<file path="src/hdl/rvExecPkg.sv">
// internal control codes shared by decode and execute; values carry no ISA meaning
`default_nettype none

package rvExecPkg;

    typedef enum logic [3:0] {
        aluAdd,
        aluSub,
        aluSll,
        aluSlt,
        aluSltu,
        aluXor,
        aluSrl,
        aluSra,
        aluOr,
        aluAnd
    } aluOp;

    // jumps use brAlways, non-branches brNever
    typedef enum logic [2:0] {
        brNever,
        brAlways,
        brEq,
        brNe,
        brLt,
        brGe,
        brLtu,
        brGeu
    } branchCond;

    // link writes pc plus 4
    typedef enum logic [1:0] {
        wbAlu,
        wbLink,
        wbNone
    } wbSource;

    typedef enum logic [1:0] {
        aSelRs1,
        aSelPc,
        aSelZero
    } operandASel;

    typedef enum logic {
        bSelRs2,
        bSelImm
    } operandBSel;

endpackage

`default_nettype wire

</file>
<file path="src/hdl/rvIsaPkg.sv">
// base integer encodings only; compressed, M, A and CSR opcodes are deliberately not listed
`default_nettype none

package rvIsaPkg;

    localparam int instWidth    = 32;
    localparam int regAddrWidth = 5;

    // field positions inside the instruction word
    localparam int opcodeLsb = 0;
    localparam int rdLsb     = 7;
    localparam int funct3Lsb = 12;
    localparam int rs1Lsb    = 15;
    localparam int rs2Lsb    = 20;
    localparam int funct7Lsb = 25;

    localparam logic [6:0] opOp     = 7'b0110011;
    localparam logic [6:0] opOpImm  = 7'b0010011;
    localparam logic [6:0] opLui    = 7'b0110111;
    localparam logic [6:0] opAuipc  = 7'b0010111;
    localparam logic [6:0] opJal    = 7'b1101111;
    localparam logic [6:0] opJalr   = 7'b1100111;
    localparam logic [6:0] opBranch = 7'b1100011;
    localparam logic [6:0] opSystem = 7'b1110011;

    // alu funct3
    localparam logic [2:0] f3AddSub = 3'b000;
    localparam logic [2:0] f3Sll    = 3'b001;
    localparam logic [2:0] f3Slt    = 3'b010;
    localparam logic [2:0] f3Sltu   = 3'b011;
    localparam logic [2:0] f3Xor    = 3'b100;
    localparam logic [2:0] f3Srl    = 3'b101;
    localparam logic [2:0] f3Or     = 3'b110;
    localparam logic [2:0] f3And    = 3'b111;

    // branch funct3
    localparam logic [2:0] f3Beq  = 3'b000;
    localparam logic [2:0] f3Bne  = 3'b001;
    localparam logic [2:0] f3Blt  = 3'b100;
    localparam logic [2:0] f3Bge  = 3'b101;
    localparam logic [2:0] f3Bltu = 3'b110;
    localparam logic [2:0] f3Bgeu = 3'b111;

    // alt selects sub and sra
    localparam logic [6:0] f7Base = 7'b0000000;
    localparam logic [6:0] f7Alt  = 7'b0100000;

    localparam logic [31:0] ebreakWord = 32'h0010_0073;

    typedef enum logic [2:0] {
        fmtR    = 3'b000,
        fmtI    = 3'b001,
        fmtS    = 3'b010,
        fmtB    = 3'b011,
        fmtU    = 3'b100,
        fmtJ    = 3'b101,
        fmtNone = 3'b111
    } instFormat;

endpackage

`default_nettype wire
</file>
<file path="src/hdl/rvExecuteStage.sv">
// one-cycle execute; forwards only from its own retire register, so no stall is ever needed
`timescale 1ns/1ps
`default_nettype none

module rvExecuteStage #(
    parameter int xLen = 64
) (
    input  wire logic                              clk,
    input  wire logic                              arstN,
    input  wire logic                              decValid,
    input  wire logic [xLen-1:0]                   decPc,
    input  wire logic [rvIsaPkg::regAddrWidth-1:0] decRs1,
    input  wire logic [rvIsaPkg::regAddrWidth-1:0] decRs2,
    input  wire logic [xLen-1:0]                   decRs1Data,
    input  wire logic [xLen-1:0]                   decRs2Data,
    input  wire logic [xLen-1:0]                   decImm,
    input  wire rvExecPkg::aluOp                   decAluOp,
    input  wire rvExecPkg::operandASel             decASel,
    input  wire rvExecPkg::operandBSel             decBSel,
    input  wire rvExecPkg::branchCond              decBranch,
    input  wire rvExecPkg::wbSource                decWbSrc,
    input  wire logic [rvIsaPkg::regAddrWidth-1:0] decRd,
    input  wire logic                              decIllegal,
    input  wire logic                              decHalt,
    output logic                                   retireValid,
    output logic      [xLen-1:0]                   retirePc,
    output logic      [xLen-1:0]                   retireNextPc,
    output logic                                   retireRdWrite,
    output logic      [rvIsaPkg::regAddrWidth-1:0] retireRd,
    output logic      [xLen-1:0]                   retireData,
    output logic                                   retireIllegal,
    output logic                                   retireHalt
);

    localparam int shamtWidth = (xLen == 64) ? 6 : 5;

    logic [xLen-1:0]       rs1Val;
    logic [xLen-1:0]       rs2Val;
    logic [xLen-1:0]       opA;
    logic [xLen-1:0]       opB;
    logic [shamtWidth-1:0] shamt;
    logic [xLen-1:0]       aluResult;
    logic [xLen-1:0]       pcPlus4;
    logic [xLen-1:0]       nextPc;
    logic [xLen-1:0]       wbData;
    logic                  taken;

    // retireRdWrite is never set for x0
    assign rs1Val = (retireRdWrite && retireRd == decRs1) ? retireData : decRs1Data;
    assign rs2Val = (retireRdWrite && retireRd == decRs2) ? retireData : decRs2Data;

    always_comb begin
        case (decASel)
            rvExecPkg::aSelRs1: opA = rs1Val;
            rvExecPkg::aSelPc:  opA = decPc;
            default:            opA = '0;
        endcase
    end

    assign opB   = (decBSel == rvExecPkg::bSelImm) ? decImm : rs2Val;
    assign shamt = opB[shamtWidth-1:0];

    always_comb begin
        case (decAluOp)
            rvExecPkg::aluSub:  aluResult = opA - opB;
            rvExecPkg::aluSll:  aluResult = opA << shamt;
            rvExecPkg::aluSlt:  aluResult = xLen'($signed(opA) < $signed(opB));
            rvExecPkg::aluSltu: aluResult = xLen'(opA < opB);
            rvExecPkg::aluXor:  aluResult = opA ^ opB;
            rvExecPkg::aluSrl:  aluResult = opA >> shamt;
            rvExecPkg::aluSra:  aluResult = $signed(opA) >>> shamt;
            rvExecPkg::aluOr:   aluResult = opA | opB;
            rvExecPkg::aluAnd:  aluResult = opA & opB;
            default:            aluResult = opA + opB;
        endcase
    end

    // compares use the forwarded sources
    always_comb begin
        case (decBranch)
            rvExecPkg::brAlways: taken = 1'b1;
            rvExecPkg::brEq:     taken = rs1Val == rs2Val;
            rvExecPkg::brNe:     taken = rs1Val != rs2Val;
            rvExecPkg::brLt:     taken = $signed(rs1Val) < $signed(rs2Val);
            rvExecPkg::brGe:     taken = $signed(rs1Val) >= $signed(rs2Val);
            rvExecPkg::brLtu:    taken = rs1Val < rs2Val;
            rvExecPkg::brGeu:    taken = rs1Val >= rs2Val;
            default:             taken = 1'b0;
        endcase
    end

    assign pcPlus4 = decPc + xLen'(4);

    // alu already holds pc+imm or rs1+imm; clearing bit 0 only matters for jalr
    assign nextPc = taken ? {aluResult[xLen-1:1], 1'b0} : pcPlus4;

    always_comb begin
        case (decWbSrc)
            rvExecPkg::wbAlu:  wbData = aluResult;
            rvExecPkg::wbLink: wbData = pcPlus4;
            default:           wbData = '0;
        endcase
    end

    always_ff @(posedge clk or negedge arstN) begin
        if (!arstN) begin
            retireValid   <= 1'b0;
            retirePc      <= '0;
            retireNextPc  <= '0;
            retireRdWrite <= 1'b0;
            retireRd      <= '0;
            retireData    <= '0;
            retireIllegal <= 1'b0;
            retireHalt    <= 1'b0;
        end else begin
            retireValid   <= decValid;
            retireRdWrite <= decValid && (decRd != '0);
            if (decValid) begin
                retirePc      <= decPc;
                retireNextPc  <= nextPc;
                retireRd      <= decRd;
                retireData    <= wbData;
                retireIllegal <= decIllegal;
                retireHalt    <= decHalt;
            end
        end
    end

endmodule

`default_nettype wire

</file>
<file path="config.mk">
export PLATFORM = sky130hd
export DESIGN_NAME = rvExecuteStage
export DESIGN_NICKNAME = d
export VERILOG_FILES = /design/src/hdl/rvExecPkg.sv /design/src/hdl/rvIsaPkg.sv /design/src/hdl/rvExecuteStage.sv
export SDC_FILE = /design/constraint.sdc
export NUM_CORES = 2
export LEC_CHECK = 0
export ABC_AREA = 1
export BUFFER_PORTS_ARGS = -buffer_cell sky130_fd_sc_hd__buf_4
export CAP_MARGIN = 20
export CORE_AREA = 4 4 309 311
export DETAILED_ROUTE_END_ITERATION = 6
export DIE_AREA = 0 0 313 315
export SYNTH_ARGS = -nofsm -noshare
export SYNTH_HDL_FRONTEND = slang
export SYNTH_SLANG_ARGS = --single-unit
</file>
<file path="constraint.sdc">
create_clock -name clk -period 13.3 [get_ports clk]
set_clock_uncertainty 0.15 [all_clocks]
set_input_delay 2.66 -clock clk [delete_from_list [all_inputs] [get_ports clk]]
set_output_delay 2.66 -clock clk [all_outputs]
set_load 0.05 [all_outputs]
</file>
==> flow_summary.yaml <==
status:
  outcome: "finished, violations left"
  violations: "design-rule violations"
timing:
  min_period_ps: 9430
  slew_violations: 0
  fin_setup_tns_ps: 0
  period_share_pct: 70.9
  whs_ps: 323
  rsz0062_at_grt: "no"
  slew_headroom_pct: 19.3
  finalHoldViolCount: 0
  setup_viol_count_final: 0
  setup_ws_ps: 3870
  worstMarginPinSlew_ps: 1200
  fmax_ghz: 0.106
setup_path:
  critPathMaxFanout: 64
  setup.worst_path.end: "retireData[63]"
  r2r-end: "retireData[63]"
  r2r_cells: 28
  arrival_ps: 9770
  worstSetupPathType: "in -> reg"
  worstPathRequired_ps: 13640
  start_kind: "primary input"
  timing.rr.start: "retireRd[2]"
  startpoint: "decRs2[0]"
  r2r_slack_ps: 5550
  cp-end-kind: "register"
clock_network:
  cts.sinks: 201
  cts_buffer_depth: 3
  cts_buffers: 25
  cts_resized: 0
  insertion_delay_ps: 590
  cts_max_level: 1
  cts_tree: "built"
  hold_buffers: 0
  cts-root-buf: "clkbuf_16"
  cts_setup_buffers: 0
  clk_pin_slew_ps: 60
synthesis:
  ys_types: 57
  synth-seq-cells: 201
  netlist.area_leader.share_pct: 22.1
  syn_area_um2: 36800
  synthCells: 6801
  synth_nets: 7349
  synth_area_leaders: "nand2_1 (22%), nand3_1 (16%), dfrtp_1 (14%)"
  ys.flop_type: "dfrtp_1"
  async_flop_share_pct: 100
  synth.most_common_cell: "nand2_1"
  avgSynthCellArea_um2: 5.41
  yosysWarnings: 0
  synth-edff-count: 0
  synth_commonest_cells: "nand2_1 (2168), nand3_1 (1157), inv_1 (758)"
  synth-seq-area-share_pct: 13.7
  synth_top_cell_by_area: "nand2_1"
global_route:
  grt_use_total_pct: 42.0
  grt_pass1_vias: 45600
  grt_max_degree: 135
  antenna_found_initial: 6
  gr-total-overflow: 0
  grt_first_pass_wirelength_mm: 309
route:
  finalWirelength_mm: 219
  post_drt_wl_per_cell_um: 26.3
  drcViolationCount: 1
  drtAntennaViolNets: 0
  drt_iter0_markers: 7974
  vias: 50400
  via_per_inst: 6.07
  drt_pass1_iterations: 7
layout:
  area_growth_pct: 14.0
  num-fill-cells: 10500
  layout-drive-gt1-share_pct: 9.28
  final_core_util_pct: 45.2
  fin_nets: 7568
floorplan:
  coreArea_um2: 92800
  row_count: 112
  start_util_pct: 39.7
  die_h_um: 315
  io_pins: 489
  die-area_um2: 98600
  fp.dieW_um: 313
power_and_ir_drop:
  ir_drop_uv: 83.2
  cellPowerDensity_nw_per_um2: 98.9
  leakage_nw: 21.9
placement:
  dp_hpwl_mm: 178
  place.gp.congestion: 1.14
  port_buffers: 488
  place_ws_ps: 3590
hold_path:
  hp-class: "reg -> reg"
flow_run:
  maxCapViolCount: 0
-- metal layers --
| layer | up-vias | routed length [um] | share of wire [%] | track usage, % |
|---|---|---|---|---|
| li1 | 22700 | - | - | - |
| met1 | 23300 | 85200 | 39 | 56.2 |
| met2 | 3673 | 89700 | 41 | 61.8 |
| met3 | 620 | 30800 | 14 | 12.7 |
| met4 | 4 | 12800 | 5.9 | 19.6 |
| met5 | - | 36 | 0.016 | 0 |
-- how the worst min path moves through the flow --
| stage | from | endpoint | slack, ps | cells past startpoint |
|---|---|---|---|---|
| 2_1_floorplan | retirePc[13] | retirePc[13] | 610 | 2 |
| 3_3_place_gp | retirePc[53] | retirePc[53] | 310 | 2 |
| 3_5_place_dp | retirePc[52] | retirePc[52] | 310 | 2 |
| 4_1_cts | retirePc[52] | retirePc[52] | 320 | 2 |
| 5_1_grt | retireNextPc[1] | retireNextPc[1] | 350 | 2 |
| 6_report | retirePc[52] | retirePc[52] | 320 | 2 |
-- placed cells by master, fill, tap and decap left out, types with 7 or more instances in the layout --
master     netlist  final
a31oi_1         43     43
nand2_1       2168   2165
o21a_1          20     20
o21bai_1        15     15
o211ai_1        39     39
inv_2           13     11
nor2_4           4     11
nand4_1         52     52
clkinv_2         1      9
dfrtp_1        201    201
o22ai_1         23     23
buf_4           26    547
nand3_1       1157   1156
a21oi_1        344    344
a211oi_1        29     29
clkbuf_16        0     25
o21ai_4          4      7
o2111ai_1       11     11
nand3b_1        10     10
nor4_1          38     38
a2111oi_0        9      8
a21boi_0         7      7
and2_1          71     71
or2_2           10     10
o21ai_1         53     53
o21ai_0        384    382
nor2_1         503    496
a21o_1          10     10
ha_1           258    258
a221oi_1        28     28
xor2_1          73     73
nor3_1          63     63
inv_1          758    758
-- metrics by stage --
step                      power, W  instances  cell area (um2)
after floorplan            0.00231       6801            36800
after global placement     0.00323       8244            41000
after detailed placement   0.00323       8247            41000
after CTS                  0.00404       8291            41900
after global routing       0.00431       8293            42000
final                      0.00415       8297            42000
-- power by group --
part           internal (W)  switching [W]  leakage, nW
clock network      0.000478       0.000321        0.451
logic              0.000661        0.00189         19.0
registers          0.000692       0.000106         2.49
-- state kept, by name, indices dropped and copies added, names as in the netlist --
| signal | flops |
|---|---|
| retirePc | 64 |
| retireRd | 5 |
| retireNextPc | 64 |
| retireIllegal | 1 |
| retireHalt | 1 |
| retireRdWrite | 1 |
| retireValid | 1 |
| retireData | 64 |
-- final cells by class --
cell class	count	area, um2	share of cell area (%)
clock buffers	29	671	1.60
flip-flops and latches	201	5030	12.0
clock inverters	15	240	0.572
multi-input cells	5466	27400	65.2
inverters	775	2920	6.96
repair buffers	551	4160	9.91
well taps	1254	1570	3.74
diodes	6	15.0	0.0358
-- cells by family (layout without fill, tap and decap cells) --
| kind of cell | after synthesis | after routing | synth area share, % |
|---|---|---|---|
| AND/OR/NAND/NOR | 4093 | 4093 | 47.4 |
| buffers and inverters | 1134 | 1370 | 12.3 |
| AO/OA/AOI/OAI | 1034 | 1034 | 15.9 |
| adder cells (fa/ha/maj) | 260 | 260 | 8.88 |
| flip-flops | 201 | 201 | 13.7 |
| XOR/XNOR | 76 | 76 | 1.81 |
| multiplexers | 3 | 3 | 0.0816 |
| other | 0 | 6 | 0 |
-- worst max-delay path, cell delays in order --
cell and delay [ps]:
buf_4 110, o21ai_1 240, nor2_4 70, nand3_4 160, clkinv_2 720, nand2_1 300, o21ai_2 170, o21ai_4 180
buf_4 570, clkinv_2 750, ha_1 630, nand3_1 90, nand2_1 120, a21oi_1 100, o21ai_1 420, a21oi_1 220
o21ai_0 540, nand2_1 160, o21ai_0 680, nand2_1 160, inv_1 100, o21ai_0 70, nand3_1 120, nand3_1 90
nand2_1 90, nand2_1 60, nand2_1 100
Power figures use the tool's default switching activity.
