--- src/hdl/rvExecPkg.sv ---
// internal control codes shared by decode and execute; values carry no ISA meaning
`default_nettype none

package rvExecPkg;

    typedef enum logic [3:0] {
        aluAdd,
        aluSub,
        aluSll,
        aluSlt,
        aluSltu,
        aluXor,
        aluSrl,
        aluSra,
        aluOr,
        aluAnd
    } aluOp;

    // jumps use brAlways, non-branches brNever
    typedef enum logic [2:0] {
        brNever,
        brAlways,
        brEq,
        brNe,
        brLt,
        brGe,
        brLtu,
        brGeu
    } branchCond;

    // link writes pc plus 4
    typedef enum logic [1:0] {
        wbAlu,
        wbLink,
        wbNone
    } wbSource;

    typedef enum logic [1:0] {
        aSelRs1,
        aSelPc,
        aSelZero
    } operandASel;

    typedef enum logic {
        bSelRs2,
        bSelImm
    } operandBSel;

endpackage

`default_nettype wire

--- src/hdl/rvIsaPkg.sv ---
// base integer encodings only; compressed, M, A and CSR opcodes are deliberately not listed
`default_nettype none

package rvIsaPkg;

    localparam int instWidth    = 32;
    localparam int regAddrWidth = 5;

    // field positions inside the instruction word
    localparam int opcodeLsb = 0;
    localparam int rdLsb     = 7;
    localparam int funct3Lsb = 12;
    localparam int rs1Lsb    = 15;
    localparam int rs2Lsb    = 20;
    localparam int funct7Lsb = 25;

    localparam logic [6:0] opOp     = 7'b0110011;
    localparam logic [6:0] opOpImm  = 7'b0010011;
    localparam logic [6:0] opLui    = 7'b0110111;
    localparam logic [6:0] opAuipc  = 7'b0010111;
    localparam logic [6:0] opJal    = 7'b1101111;
    localparam logic [6:0] opJalr   = 7'b1100111;
    localparam logic [6:0] opBranch = 7'b1100011;
    localparam logic [6:0] opSystem = 7'b1110011;

    // alu funct3
    localparam logic [2:0] f3AddSub = 3'b000;
    localparam logic [2:0] f3Sll    = 3'b001;
    localparam logic [2:0] f3Slt    = 3'b010;
    localparam logic [2:0] f3Sltu   = 3'b011;
    localparam logic [2:0] f3Xor    = 3'b100;
    localparam logic [2:0] f3Srl    = 3'b101;
    localparam logic [2:0] f3Or     = 3'b110;
    localparam logic [2:0] f3And    = 3'b111;

    // branch funct3
    localparam logic [2:0] f3Beq  = 3'b000;
    localparam logic [2:0] f3Bne  = 3'b001;
    localparam logic [2:0] f3Blt  = 3'b100;
    localparam logic [2:0] f3Bge  = 3'b101;
    localparam logic [2:0] f3Bltu = 3'b110;
    localparam logic [2:0] f3Bgeu = 3'b111;

    // alt selects sub and sra
    localparam logic [6:0] f7Base = 7'b0000000;
    localparam logic [6:0] f7Alt  = 7'b0100000;

    localparam logic [31:0] ebreakWord = 32'h0010_0073;

    typedef enum logic [2:0] {
        fmtR    = 3'b000,
        fmtI    = 3'b001,
        fmtS    = 3'b010,
        fmtB    = 3'b011,
        fmtU    = 3'b100,
        fmtJ    = 3'b101,
        fmtNone = 3'b111
    } instFormat;

endpackage

`default_nettype wire
--- src/hdl/rvDecodeStage.sv ---
// base integer subset only; loads, stores, CSR, fence, M and W ops are flagged illegal
`timescale 1ns/1ps
`default_nettype none

module rvDecodeStage #(
    parameter int xLen = 64
) (
    input  wire logic                              clk,
    input  wire logic                              arstN,
    input  wire logic                              instValid,
    input  wire logic [rvIsaPkg::instWidth-1:0]    inst,
    input  wire logic [xLen-1:0]                   pc,
    output logic      [rvIsaPkg::regAddrWidth-1:0] rs1Addr,
    output logic      [rvIsaPkg::regAddrWidth-1:0] rs2Addr,
    input  wire logic [xLen-1:0]                   rs1Data,
    input  wire logic [xLen-1:0]                   rs2Data,
    output logic                                   decValid,
    output logic      [xLen-1:0]                   decPc,
    output logic      [rvIsaPkg::regAddrWidth-1:0] decRs1,
    output logic      [rvIsaPkg::regAddrWidth-1:0] decRs2,
    output logic      [xLen-1:0]                   decRs1Data,
    output logic      [xLen-1:0]                   decRs2Data,
    output logic      [xLen-1:0]                   decImm,
    output rvExecPkg::aluOp                        decAluOp,
    output rvExecPkg::operandASel                  decASel,
    output rvExecPkg::operandBSel                  decBSel,
    output rvExecPkg::branchCond                   decBranch,
    output rvExecPkg::wbSource                     decWbSrc,
    output logic      [rvIsaPkg::regAddrWidth-1:0] decRd,
    output logic                                   decIllegal,
    output logic                                   decHalt
);

    localparam int shamtWidth = (xLen == 64) ? 6 : 5;

    logic [6:0]                        opcode;
    logic [2:0]                        funct3;
    logic [6:0]                        funct7;
    logic [rvIsaPkg::regAddrWidth-1:0] rdField;
    logic                              shiftBase;
    logic                              shiftAlt;
    logic [xLen-1:0]                   imm;
    rvIsaPkg::instFormat               fmt;
    rvExecPkg::aluOp                   aluOpC;
    rvExecPkg::operandASel             aSelC;
    rvExecPkg::operandBSel             bSelC;
    rvExecPkg::branchCond              branchC;
    rvExecPkg::wbSource                wbSrcC;
    logic                              illegalC;
    logic                              haltC;

    assign opcode  = inst[rvIsaPkg::opcodeLsb +: 7];
    assign funct3  = inst[rvIsaPkg::funct3Lsb +: 3];
    assign funct7  = inst[rvIsaPkg::funct7Lsb +: 7];
    assign rdField = inst[rvIsaPkg::rdLsb +: rvIsaPkg::regAddrWidth];
    assign rs1Addr = inst[rvIsaPkg::rs1Lsb +: rvIsaPkg::regAddrWidth];
    assign rs2Addr = inst[rvIsaPkg::rs2Lsb +: rvIsaPkg::regAddrWidth];

    // shift immediates: funct7 minus the shamt bits that reach into it
    assign shiftBase = inst[31:20+shamtWidth] == rvIsaPkg::f7Base[6:shamtWidth-5];
    assign shiftAlt  = inst[31:20+shamtWidth] == rvIsaPkg::f7Alt[6:shamtWidth-5];

    function automatic rvExecPkg::aluOp aluFromF3(input logic [2:0] f3, input logic alt);
        rvExecPkg::aluOp op;
        case (f3)
            rvIsaPkg::f3AddSub: op = alt ? rvExecPkg::aluSub : rvExecPkg::aluAdd;
            rvIsaPkg::f3Sll:    op = rvExecPkg::aluSll;
            rvIsaPkg::f3Slt:    op = rvExecPkg::aluSlt;
            rvIsaPkg::f3Sltu:   op = rvExecPkg::aluSltu;
            rvIsaPkg::f3Xor:    op = rvExecPkg::aluXor;
            rvIsaPkg::f3Srl:    op = alt ? rvExecPkg::aluSra : rvExecPkg::aluSrl;
            rvIsaPkg::f3Or:     op = rvExecPkg::aluOr;
            default:            op = rvExecPkg::aluAnd;
        endcase
        return op;
    endfunction

    always_comb begin
        fmt      = rvIsaPkg::fmtNone;
        aluOpC   = rvExecPkg::aluAdd;
        aSelC    = rvExecPkg::aSelRs1;
        bSelC    = rvExecPkg::bSelRs2;
        branchC  = rvExecPkg::brNever;
        wbSrcC   = rvExecPkg::wbNone;
        illegalC = 1'b1;
        haltC    = 1'b0;
        case (opcode)
            rvIsaPkg::opOp: begin
                // M extension (funct7 0000001) falls through as illegal
                if (funct7 == rvIsaPkg::f7Base || (funct7 == rvIsaPkg::f7Alt &&
                        (funct3 == rvIsaPkg::f3AddSub || funct3 == rvIsaPkg::f3Srl))) begin
                    fmt      = rvIsaPkg::fmtR;
                    aluOpC   = aluFromF3(funct3, funct7 == rvIsaPkg::f7Alt);
                    wbSrcC   = rvExecPkg::wbAlu;
                    illegalC = 1'b0;
                end
            end
            rvIsaPkg::opOpImm: begin
                if ((funct3 != rvIsaPkg::f3Sll && funct3 != rvIsaPkg::f3Srl) || shiftBase ||
                        (funct3 == rvIsaPkg::f3Srl && shiftAlt)) begin
                    fmt      = rvIsaPkg::fmtI;
                    aluOpC   = aluFromF3(funct3, funct3 == rvIsaPkg::f3Srl && shiftAlt);
                    bSelC    = rvExecPkg::bSelImm;
                    wbSrcC   = rvExecPkg::wbAlu;
                    illegalC = 1'b0;
                end
            end
            rvIsaPkg::opLui, rvIsaPkg::opAuipc: begin
                fmt      = rvIsaPkg::fmtU;
                aSelC    = (opcode == rvIsaPkg::opLui) ? rvExecPkg::aSelZero : rvExecPkg::aSelPc;
                bSelC    = rvExecPkg::bSelImm;
                wbSrcC   = rvExecPkg::wbAlu;
                illegalC = 1'b0;
            end
            rvIsaPkg::opJal: begin
                fmt      = rvIsaPkg::fmtJ;
                aSelC    = rvExecPkg::aSelPc;
                bSelC    = rvExecPkg::bSelImm;
                branchC  = rvExecPkg::brAlways;
                wbSrcC   = rvExecPkg::wbLink;
                illegalC = 1'b0;
            end
            rvIsaPkg::opJalr: begin
                if (funct3 == 3'b000) begin
                    fmt      = rvIsaPkg::fmtI;
                    bSelC    = rvExecPkg::bSelImm;
                    branchC  = rvExecPkg::brAlways;
                    wbSrcC   = rvExecPkg::wbLink;
                    illegalC = 1'b0;
                end
            end
            rvIsaPkg::opBranch: begin
                // target pc + imm comes out of the alu
                fmt      = rvIsaPkg::fmtB;
                aSelC    = rvExecPkg::aSelPc;
                bSelC    = rvExecPkg::bSelImm;
                illegalC = 1'b0;
                case (funct3)
                    rvIsaPkg::f3Beq:  branchC = rvExecPkg::brEq;
                    rvIsaPkg::f3Bne:  branchC = rvExecPkg::brNe;
                    rvIsaPkg::f3Blt:  branchC = rvExecPkg::brLt;
                    rvIsaPkg::f3Bge:  branchC = rvExecPkg::brGe;
                    rvIsaPkg::f3Bltu: branchC = rvExecPkg::brLtu;
                    rvIsaPkg::f3Bgeu: branchC = rvExecPkg::brGeu;
                    default: begin
                        fmt      = rvIsaPkg::fmtNone;
                        illegalC = 1'b1;
                    end
                endcase
            end
            rvIsaPkg::opSystem: begin
                // ebreak only, ecall and csr ops stay illegal
                if (inst == rvIsaPkg::ebreakWord) begin
                    haltC    = 1'b1;
                    illegalC = 1'b0;
                end
            end
            default: begin
                illegalC = 1'b1;
            end
        endcase
    end

    always_comb begin
        case (fmt)
            rvIsaPkg::fmtI: imm = xLen'($signed(inst[31:20]));
            rvIsaPkg::fmtB: imm = xLen'($signed({inst[31], inst[7], inst[30:25], inst[11:8], 1'b0}));
            rvIsaPkg::fmtU: imm = xLen'($signed({inst[31:12], 12'b0}));
            rvIsaPkg::fmtJ: imm = xLen'($signed({inst[31], inst[19:12], inst[20], inst[30:21], 1'b0}));
            default:        imm = '0;
        endcase
    end

    always_ff @(posedge clk or negedge arstN) begin
        if (!arstN) begin
            decValid   <= 1'b0;
            decPc      <= '0;
            decRs1     <= '0;
            decRs2     <= '0;
            decRs1Data <= '0;
            decRs2Data <= '0;
            decImm     <= '0;
            decAluOp   <= rvExecPkg::aluAdd;
            decASel    <= rvExecPkg::aSelRs1;
            decBSel    <= rvExecPkg::bSelRs2;
            decBranch  <= rvExecPkg::brNever;
            decWbSrc   <= rvExecPkg::wbNone;
            decRd      <= '0;
            decIllegal <= 1'b0;
            decHalt    <= 1'b0;
        end else begin
            decValid <= instValid;
            if (instValid) begin
                decPc      <= pc;
                decRs1     <= rs1Addr;
                decRs2     <= rs2Addr;
                decRs1Data <= rs1Data;
                decRs2Data <= rs2Data;
                decImm     <= imm;
                decAluOp   <= aluOpC;
                decASel    <= aSelC;
                decBSel    <= bSelC;
                decBranch  <= branchC;
                decWbSrc   <= wbSrcC;
                // rd zero means no write
                decRd      <= (wbSrcC != rvExecPkg::wbNone) ? rdField : '0;
                decIllegal <= illegalC;
                decHalt    <= haltC;
            end
        end
    end

endmodule

`default_nettype wire

--- config.mk ---
export PLATFORM = sky130hd
export DESIGN_NAME = rvDecodeStage
export DESIGN_NICKNAME = d
export VERILOG_FILES = /design/src/hdl/rvExecPkg.sv /design/src/hdl/rvIsaPkg.sv /design/src/hdl/rvDecodeStage.sv
export SDC_FILE = /design/constraint.sdc
export NUM_CORES = 1
export LEC_CHECK = 0
export BUFFER_PORTS_ARGS = -buffer_cell sky130_fd_sc_hd__buf_2
export CORE_AREA = 2 2 206 208
export DETAILED_ROUTE_END_ITERATION = 10
export DIE_AREA = 0 0 208 210
export SYNTH_ARGS = -nofsm -noshare
export SYNTH_HDL_FRONTEND = slang
export SYNTH_SLANG_ARGS = --single-unit
--- constraint.sdc ---
create_clock -name clk -period 1.76 [get_ports clk]
set_input_delay 0.528 -clock clk [delete_from_list [all_inputs] [get_ports clk]]
set_output_delay 0.528 -clock clk [all_outputs]
set_load 0.01 [all_outputs]
==> summary.txt, run 1 <==
GRT
  – GRT Resource Usage Total: 0.147
  – Initial antenna violation count: 2
  – Vias in the first global route: 8,706
  – First-pass GRT wire length: 50,800 µm
  – Total global routing overflow: 0
  – Largest net degree at the start of global routing: 63

Floorplanning
  – Die Span Y: 210 µm
  – Die X: 208 µm
  – Full die area: 0.0437 mm²
  – Ports: 523
  – FP Rows: 75
  – CORE AREA: 0.0415 mm²
  – Initial core utilization: 0.252

Power
  – Clock power share: 0.389
  – Sequential share of power: 0.456
  – Max IR drop VDD: 0.680 mV
  – Switching Fraction: 0.260
  – Int Pwr: 0.0106 W
  – Psw: 0.00375 W
  – Logic pwr share: 0.154
  – Leakage power: 7.56 nW
  – PD cells: 940 mW/mm²

Clock network
  – Clock insertion delay at the later pin of the skew report: 550 ps
  – CTS tree: yes
  – Clock Path Buffers: 3
  – CTS Buf Count: 29
  – CTS Sinks: 254
  – CTS Root Cell: clkbuf_16
  – CTS H-tree lvls: 1
  – Reg clk slew, reported paths: 60 ps

Timing
  – Final WS setup: -117 ps
  – Setup_tns: -3680 ps
  – Fmax: 0.533 GHz
  – RSZ-0062 raised after global routing: yes
  – Tightest Pin Transition: 559 ps
  – Relative slew margins: 0.624
  – Setup violators final: 72
  – Pins Over Slew Limit: 0
  – Final Critical Period: 1880 ps
  – Final period util: 1.07
  – Hold Vio Cnt, Final: 0
  – Setup Skew: 0 ps

Worst setup path
  – Crit path max fanout: 6
  – Required time worst endpoint: 2230 ps
  – CP Capture Type: register
  – CP Class: input port to register
  – Critical path launch point type: input port
  – Top cell by count, worst path: buf_6
  – Crit path DAT: 2340 ps
  – Slowest Stage Delay on Critical Path: 390 ps
  – CP Cell Sequence: buf_6 > or3_4 > buf_6 > o41ai_4 > or3_1 > o211a_4 > buf_6 > nand3_4 > o2bb2ai_2
  – Slowest CP cell: or3_4

Finish
  – Share of layout cells above drive strength 1: 0.677
  – Final Instance Area: 0.0153 mm²
  – Most common cell after layout, fill and taps aside: buf_2
  – Nets: 1,542
  – Most frequent cells in the layout: buf_2, dfrtp_1, mux2_2
  – Area growth from synthesis to layout: 46.7%

Synthesis
  – Syn Nets: 974
  – Primary FF master, synth: dfrtp_1
  – Xor/xnor share of the synthesized area: 0.000840
  – Post-Synthesis Cell Area: 0.0104 mm²
  – Post-Syn Instances: 742
  – Post-Synth Adder-Cell Area: 0.00600
  – Synth Area in Compound Gates: 0.0676
  – Post-synth EDFFs: 0
  – Async SR Flop Fraction: 1.00
  – Post-synthesis sequential area ratio: 0.609
  – Largest family of logic cells by synthesized area: multiplexers
  – Syn_area_per_cell: 14.1 µm²
  – Warnings, synthesis: 0
  – Cell variety after synth: 50
  – Post-Synth Simple-Gate Area: 0.0427
  – Synthesis-stage register bit count: 254
  – Multiplexer share of the synthesized area: 0.220

Run status
  – Failing checks: negative setup slack
  – Status: finished with violations

Route
  – Via Count: 8,236
  – Routed Antenna Nets: 0
  – Routed len/inst: 17.8 µm
  – DRT Wirelength: 33,400 µm
  – Drt via density: 4.40
  – DRC violations left: 0
  – Detailed Route Iter0 Violations: 330
  – DRT Pass-1 Iters: 4

Placement
  – GPL Wtd Cong: 0.856
  – Input/output buffers: 522
  – Dpl cell area: 0.0142 mm²
  – Detailed placement HPWL: 25,800 µm

Min path
  – Class of the worst hold path: input port to register

Flow run
  – Max-cap violation count: 0
## path summary, 6_finish.rpt
| kind | start | end | slack (ps) | cells past startpoint |
|---|---|---|---|---|
| max | inst[29] | decImm[9]$_DFFE_PN0P_ | -120 | 9 |
| min | rs2Data[63] | decRs2Data[63]$_DFFE_PN0P_ | 200 | 2 |
| max reg2reg | decAluOp[0]$_DFFE_PN0P_ | decAluOp[0]$_DFFE_PN0P_ | 930 | 1 |
| min reg2reg | decASel[0]$_DFFE_PN0P_ | decASel[0]$_DFFE_PN0P_ | 480 | 1 |
| max in group asynchronous | arstN | decImm[27]$_DFFE_PN0P_ | 620 | 3 |
| min in group asynchronous | arstN | decImm[1]$_DFFE_PN0P_ | 450 | 2 |
## cells by family after synthesis
group | after synthesis
flip-flops | 254
AND/OR/NAND/NOR | 87
buffers and inverters | 100
XOR/XNOR | 1
multiplexers | 204
adder cells (fa/ha/maj) | 5
AO/OA/AOI/OAI | 91
## per-layer routing
layer	vias up	routed length, µm	part of all wire	GRT usage
met4	2	826	0.025	0.0460
li1	3757	-	-	-
met5	-	13	0.00039	0
met1	4108	13500	0.40	0.183
met3	53	2220	0.067	0.0317
met2	316	16900	0.51	0.255
## worst max-delay path: cells and delay by family
family,cells,cell delay [ps]
buffers and inverters,3,360
and+or+nand+nor,3,690
AOI/OAI and AO/OA,3,760
## registers in the layout (all words and copies together) (netlist names), 2 cells and up
| register | count |
|---|---|
| decRd | 5 |
| decWbSrc | 2 |
| decRs1Data | 64 |
| decImm | 32 |
| decAluOp | 4 |
| decASel | 2 |
| decRs2 | 5 |
| decBranch | 3 |
| decRs1 | 5 |
| decPc | 64 |
| decRs2Data | 64 |
## synthesized netlist by cell type (2+ instances only)
cell / number / share of area
and3_1: 2 / 0.0012
buf_6: 2 / 0.0022
or3_1: 3 / 0.0018
nor2b_1: 3 / 0.0018
nor2_1: 29 / 0.010
buf_4: 43 / 0.031
a32oi_1: 4 / 0.0034
ha_1: 5 / 0.0060
nor3b_1: 3 / 0.0022
a21oi_1: 9 / 0.0043
a31oi_1: 14 / 0.0084
clkbuf_1: 35 / 0.013
a22oi_1: 8 / 0.0058
nor4_1: 4 / 0.0024
buf_2: 2 / 0.00096
a22o_1: 7 / 0.0059
nand2_1: 15 / 0.0054
mux2_2: 204 / 0.22
nand4_1: 4 / 0.0024
nand3_2: 2 / 0.0019
or4_1: 3 / 0.0022
inv_1: 16 / 0.0058
a21o_1: 2 / 0.0014
o41ai_1: 2 / 0.0017
o2bb2ai_1: 28 / 0.024
nor3_1: 5 / 0.0024
dfrtp_1: 253 / 0.61
o21ai_0: 5 / 0.0024
nand3_1: 4 / 0.0019
nand2b_1: 4 / 0.0024
o21a_1: 3 / 0.0022
## through the flow
step / util / cells / setup slack [ps] / power, W / hold WS, ps
detailed placement: 0.342 / 1812 / -905 / 0.00890 / 411
CTS: 0.367 / 1867 / -79.5 / 0.0146 / 165
floorplan: - / 742 / -646 / 0.00762 / 232
global route: 0.369 / 1871 / -140 / 0.0151 / 177
global placement: 0.342 / 1812 / -859 / 0.00885 / 412
finish: 0.369 / 1871 / -117 / 0.0144 / 202
## what timing repair did
action	4_1_cts	5_1_grt
setup buffers	1	3
hold buffers	1	0
hold endpoints to repair	22	0
pin swaps	2	16
setup endpoints to repair	78	76
gates cloned	1	0
resized for setup	28	14
## cell type report
cell class | instances | area, µm²
diodes | 1 | 2.50
clock buffers | 41 | 811
clock inverters | 11 | 65.1
fillers | 4142 | 26200
inverters | 17 | 63.8
multi-input cells | 388 | 3730
flip-flops and latches | 254 | 6360
well taps | 539 | 674
repair buffers | 620 | 3600
## power groups by stage
stage	clock network, W	logic (W)	registers (W)
4_1_cts	0.00581	0.00225	0.00658
6_report	0.00560	0.00222	0.00657
2_1_floorplan	0	0.000729	0.00689
3_5_place_dp	0	0.00223	0.00667
3_3_place_gp	0	0.00220	0.00665
5_1_grt	0.00603	0.00240	0.00663
No activity file was read; power rests on OpenSTA's default activity.
==> run 2: changes to the inputs <==
--- a/config.mk
+++ b/config.mk
@@ -6,9 +6,12 @@
 export NUM_CORES = 1
 export LEC_CHECK = 0
 export BUFFER_PORTS_ARGS = -buffer_cell sky130_fd_sc_hd__buf_2
-export CORE_AREA = 2 2 206 208
+export CELL_PAD_IN_SITES_DETAIL_PLACEMENT = 1
+export CELL_PAD_IN_SITES_GLOBAL_PLACEMENT = 1
+export CORE_AREA = 2 2 204 206
 export DETAILED_ROUTE_END_ITERATION = 10
-export DIE_AREA = 0 0 208 210
+export DIE_AREA = 0 0 206 208
+export PLACE_DENSITY_LB_ADDON = 0.1
 export SYNTH_ARGS = -nofsm -noshare
 export SYNTH_HDL_FRONTEND = slang
 export SYNTH_SLANG_ARGS = --single-unit
==> run 2 against run 1 <==
The flow still finishes with violations (negative setup slack). Count of clock-buffer cells in the layout is 8 higher. Clock power is 19% higher. Flip-flop and latch count stayed put. Setup slack worse by 22 ps. Clock skew stayed put. Register-to-register slack hardly changed. Design area is 0.94% higher. Core utilization is 1.2 points higher. Critical path type unchanged. Largest cell class unchanged.
==> summary.txt, run 2 (synthesis gave the netlist of run 1 again) <==
GRT
  – First-pass GRT wire length: 56,800 µm (was 50,800 µm)
  – GRT Resource Usage Total: 0.174 (was 0.147)
  – Largest net degree at the start of global routing: 97 (was 63)
  – Initial antenna violation count: 7 (was 2)
  – Total global routing overflow: 0 (unchanged)
  – Vias in the first global route: 9,059 (was 8,706)

Clock network
  – CTS Buf Count: 31 (was 29)
  – Reg clk slew, reported paths: 60 ps (about the same)
  – Clock insertion delay at the later pin of the skew report: 550 ps (about the same)
  – CTS H-tree lvls: 1 (unchanged)
  – Clock Path Buffers: 3 (unchanged)
  – CTS tree: yes (unchanged)
  – CTS Sinks: 254 (unchanged)
  – CTS Root Cell: clkbuf_16 (unchanged)

Run status
  – Status: finished with violations (unchanged)
  – Failing checks: negative setup slack (unchanged)

Floorplanning
  – Initial core utilization: 0.257 (was 0.252)
  – CORE AREA: 0.0406 mm² (was 0.0415 mm²)
  – Die Span Y: 208 µm (was 210 µm)
  – Ports: 523 (unchanged)
  – Full die area: 0.0428 mm² (was 0.0437 mm²)
  – FP Rows: 74 (was 75)
  – Die X: 206 µm (was 208 µm)

Finish
  – Most frequent cells in the layout: buf_2, dfrtp_1, mux2_2 (unchanged)
  – Nets: 1,538 (was 1,542)
  – Area growth from synthesis to layout: 48.1% (was 46.7%)
  – Most common cell after layout, fill and taps aside: buf_2 (unchanged)
  – Share of layout cells above drive strength 1: 0.682 (was 0.677)
  – Final core utilization: 0.381 (was 0.369)
  – Number of fill cells in the layout: 4,523 (was 4,142)
  – Largest regs: decPc x64, decRs1Data x64, decRs2Data x64 (unchanged)

Power
  – PD cells: 1000 mW/mm² (was 940 mW/mm²)
  – Max IR drop VDD: 0.698 mV (was 0.680 mV)
  – Leakage power: 7.62 nW (was 7.56 nW)

Timing
  – Final Critical Period: 1900 ps (was 1880 ps)
  – Tightest Pin Transition: 528 ps (was 559 ps)
  – Final WS setup: -140 ps (was -117 ps)
  – Final period util: 1.08 (was 1.07)
  – Setup violators final: 77 (was 72)
  – Fmax: 0.526 GHz (was 0.533 GHz)
  – Hold Vio Cnt, Final: 0 (unchanged)
  – RSZ-0062 raised after global routing: yes (unchanged)
  – Pins Over Slew Limit: 0 (unchanged)
  – Relative slew margins: 0.648 (was 0.624)
  – Worst hold slack: 198 ps (was 202 ps)
  – Setup Skew: 0 ps (unchanged)

Route
  – Routed Antenna Nets: 0 (unchanged)
  – DRC violations left: 0 (unchanged)
  – Routed len/inst: 20.5 µm (was 17.8 µm)
  – DRT Wirelength: 38,200 µm (was 33,400 µm)
  – Detailed Route Iter0 Violations: 248 (was 330)
  – Via Count: 8,233 (was 8,236)
  – Drt via density: 4.41 (was 4.40)
  – DRT Pass-1 Iters: 4 (unchanged)

Placement
  – Input/output buffers: 522 (unchanged)
  – Detailed placement HPWL: 29,300 µm (was 25,800 µm)
  – GPL Wtd Cong: 0.759 (was 0.856)

Min path
  – Class of the worst hold path: input port to register (unchanged)

Worst setup path
  – Crit path DAT: 2370 ps (was 2340 ps)
  – Crit path max fanout: 6 (unchanged)
  – CP Capture Type: register (unchanged)
  – Critical path launch point type: input port (unchanged)
  – Required time worst endpoint: 2230 ps (about the same)
  – CP Class: input port to register (unchanged)

Flow run
  – Max-cap violation count: 0 (unchanged)
[run 2: path summary, 6_finish.rpt]
path	from	end	slack, ps	cells past startpoint
setup reg to reg	decAluOp[0]$_DFFE_PN0P_	decAluOp[0]$_DFFE_PN0P_	920	1
setup / recovery	inst[29]	decImm[29]$_DFFE_PN0P_	-140	9
min in group asynchronous	arstN	decRs1Data[42]$_DFFE_PN0P_	470	2
max in group asynchronous	arstN	decImm[27]$_DFFE_PN0P_	700	3
hold / removal	pc[31]	decPc[31]$_DFFE_PN0P_	200	2
hold reg to reg	decImm[5]$_DFFE_PN0P_	decImm[5]$_DFFE_PN0P_	480	1
[run 2: stage by stage]
| step | setup slack (ps) | setup TNS (ps) | cells | total power (W) | area, µm² |
|---|---|---|---|---|---|
| 2_1_floorplan | -646 | -25140 | 742 | 0.00762 | 10500 |
| 3_3_place_gp | -900 | -38650 | 1797 | 0.00890 | 14000 |
| 3_5_place_dp | -938 | -39870 | 1797 | 0.00894 | 14000 |
| 4_1_cts | -73.9 | -3140 | 1856 | 0.0158 | 15300 |
| 5_1_grt | -182 | -8780 | 1862 | 0.0162 | 15400 |
| 6_report | -140 | -5440 | 1865 | 0.0155 | 15400 |
[run 2: per-layer routing]
metal	vias up	share of wire	track usage
met5	-	0.0017	0
met4	10	0.019	0.0416
met3	53	0.070	0.0482
met2	269	0.53	0.315
met1	4149	0.38	0.201
li1	3752	-	-
[run 2: layout make-up]
| type | count | area, µm² | share of cell area |
|---|---|---|---|
| Antenna cell | 4 | 10.0 | 0.000648 |
| Tap cell | 532 | 666 | 0.0431 |
| Timing Repair Buffer | 614 | 3500 | 0.226 |
| Clock inverter | 7 | 110 | 0.00713 |
| Sequential cell | 254 | 6360 | 0.411 |
| Clock buffer | 49 | 963 | 0.0624 |
| Multi-Input combinational cell | 388 | 3780 | 0.245 |
| Inverter | 17 | 63.8 | 0.00413 |
[run 2: worst max-delay path, cell delays in order]
cell and delay, ps:
buf_6 90, or3_4 400, or4_4 480, o21ai_4 160
o211a_4 240, buf_6 130, buf_8 120, a31oi_4 70
o2bb2ai_2 150
[run 2: what timing repair did]
item,CTS,global route
endpoints found under the hold margin,28,0
gates resized for setup,37,10
hold buffers,1,0
setup endpoints to repair,78,77
pin swaps,9,10
cloned,0,0
buffers inserted,2,5
[run 2: power by group]
part / leakage, nW / switching [W] / total, W / internal [W]
Clock: 0.533 / 0.00252 / 0.00667 / 0.00415
Sequential: 3.07 / 0.000233 / 0.00656 / 0.00632
Combinational: 4.02 / 0.00116 / 0.00227 / 0.00111
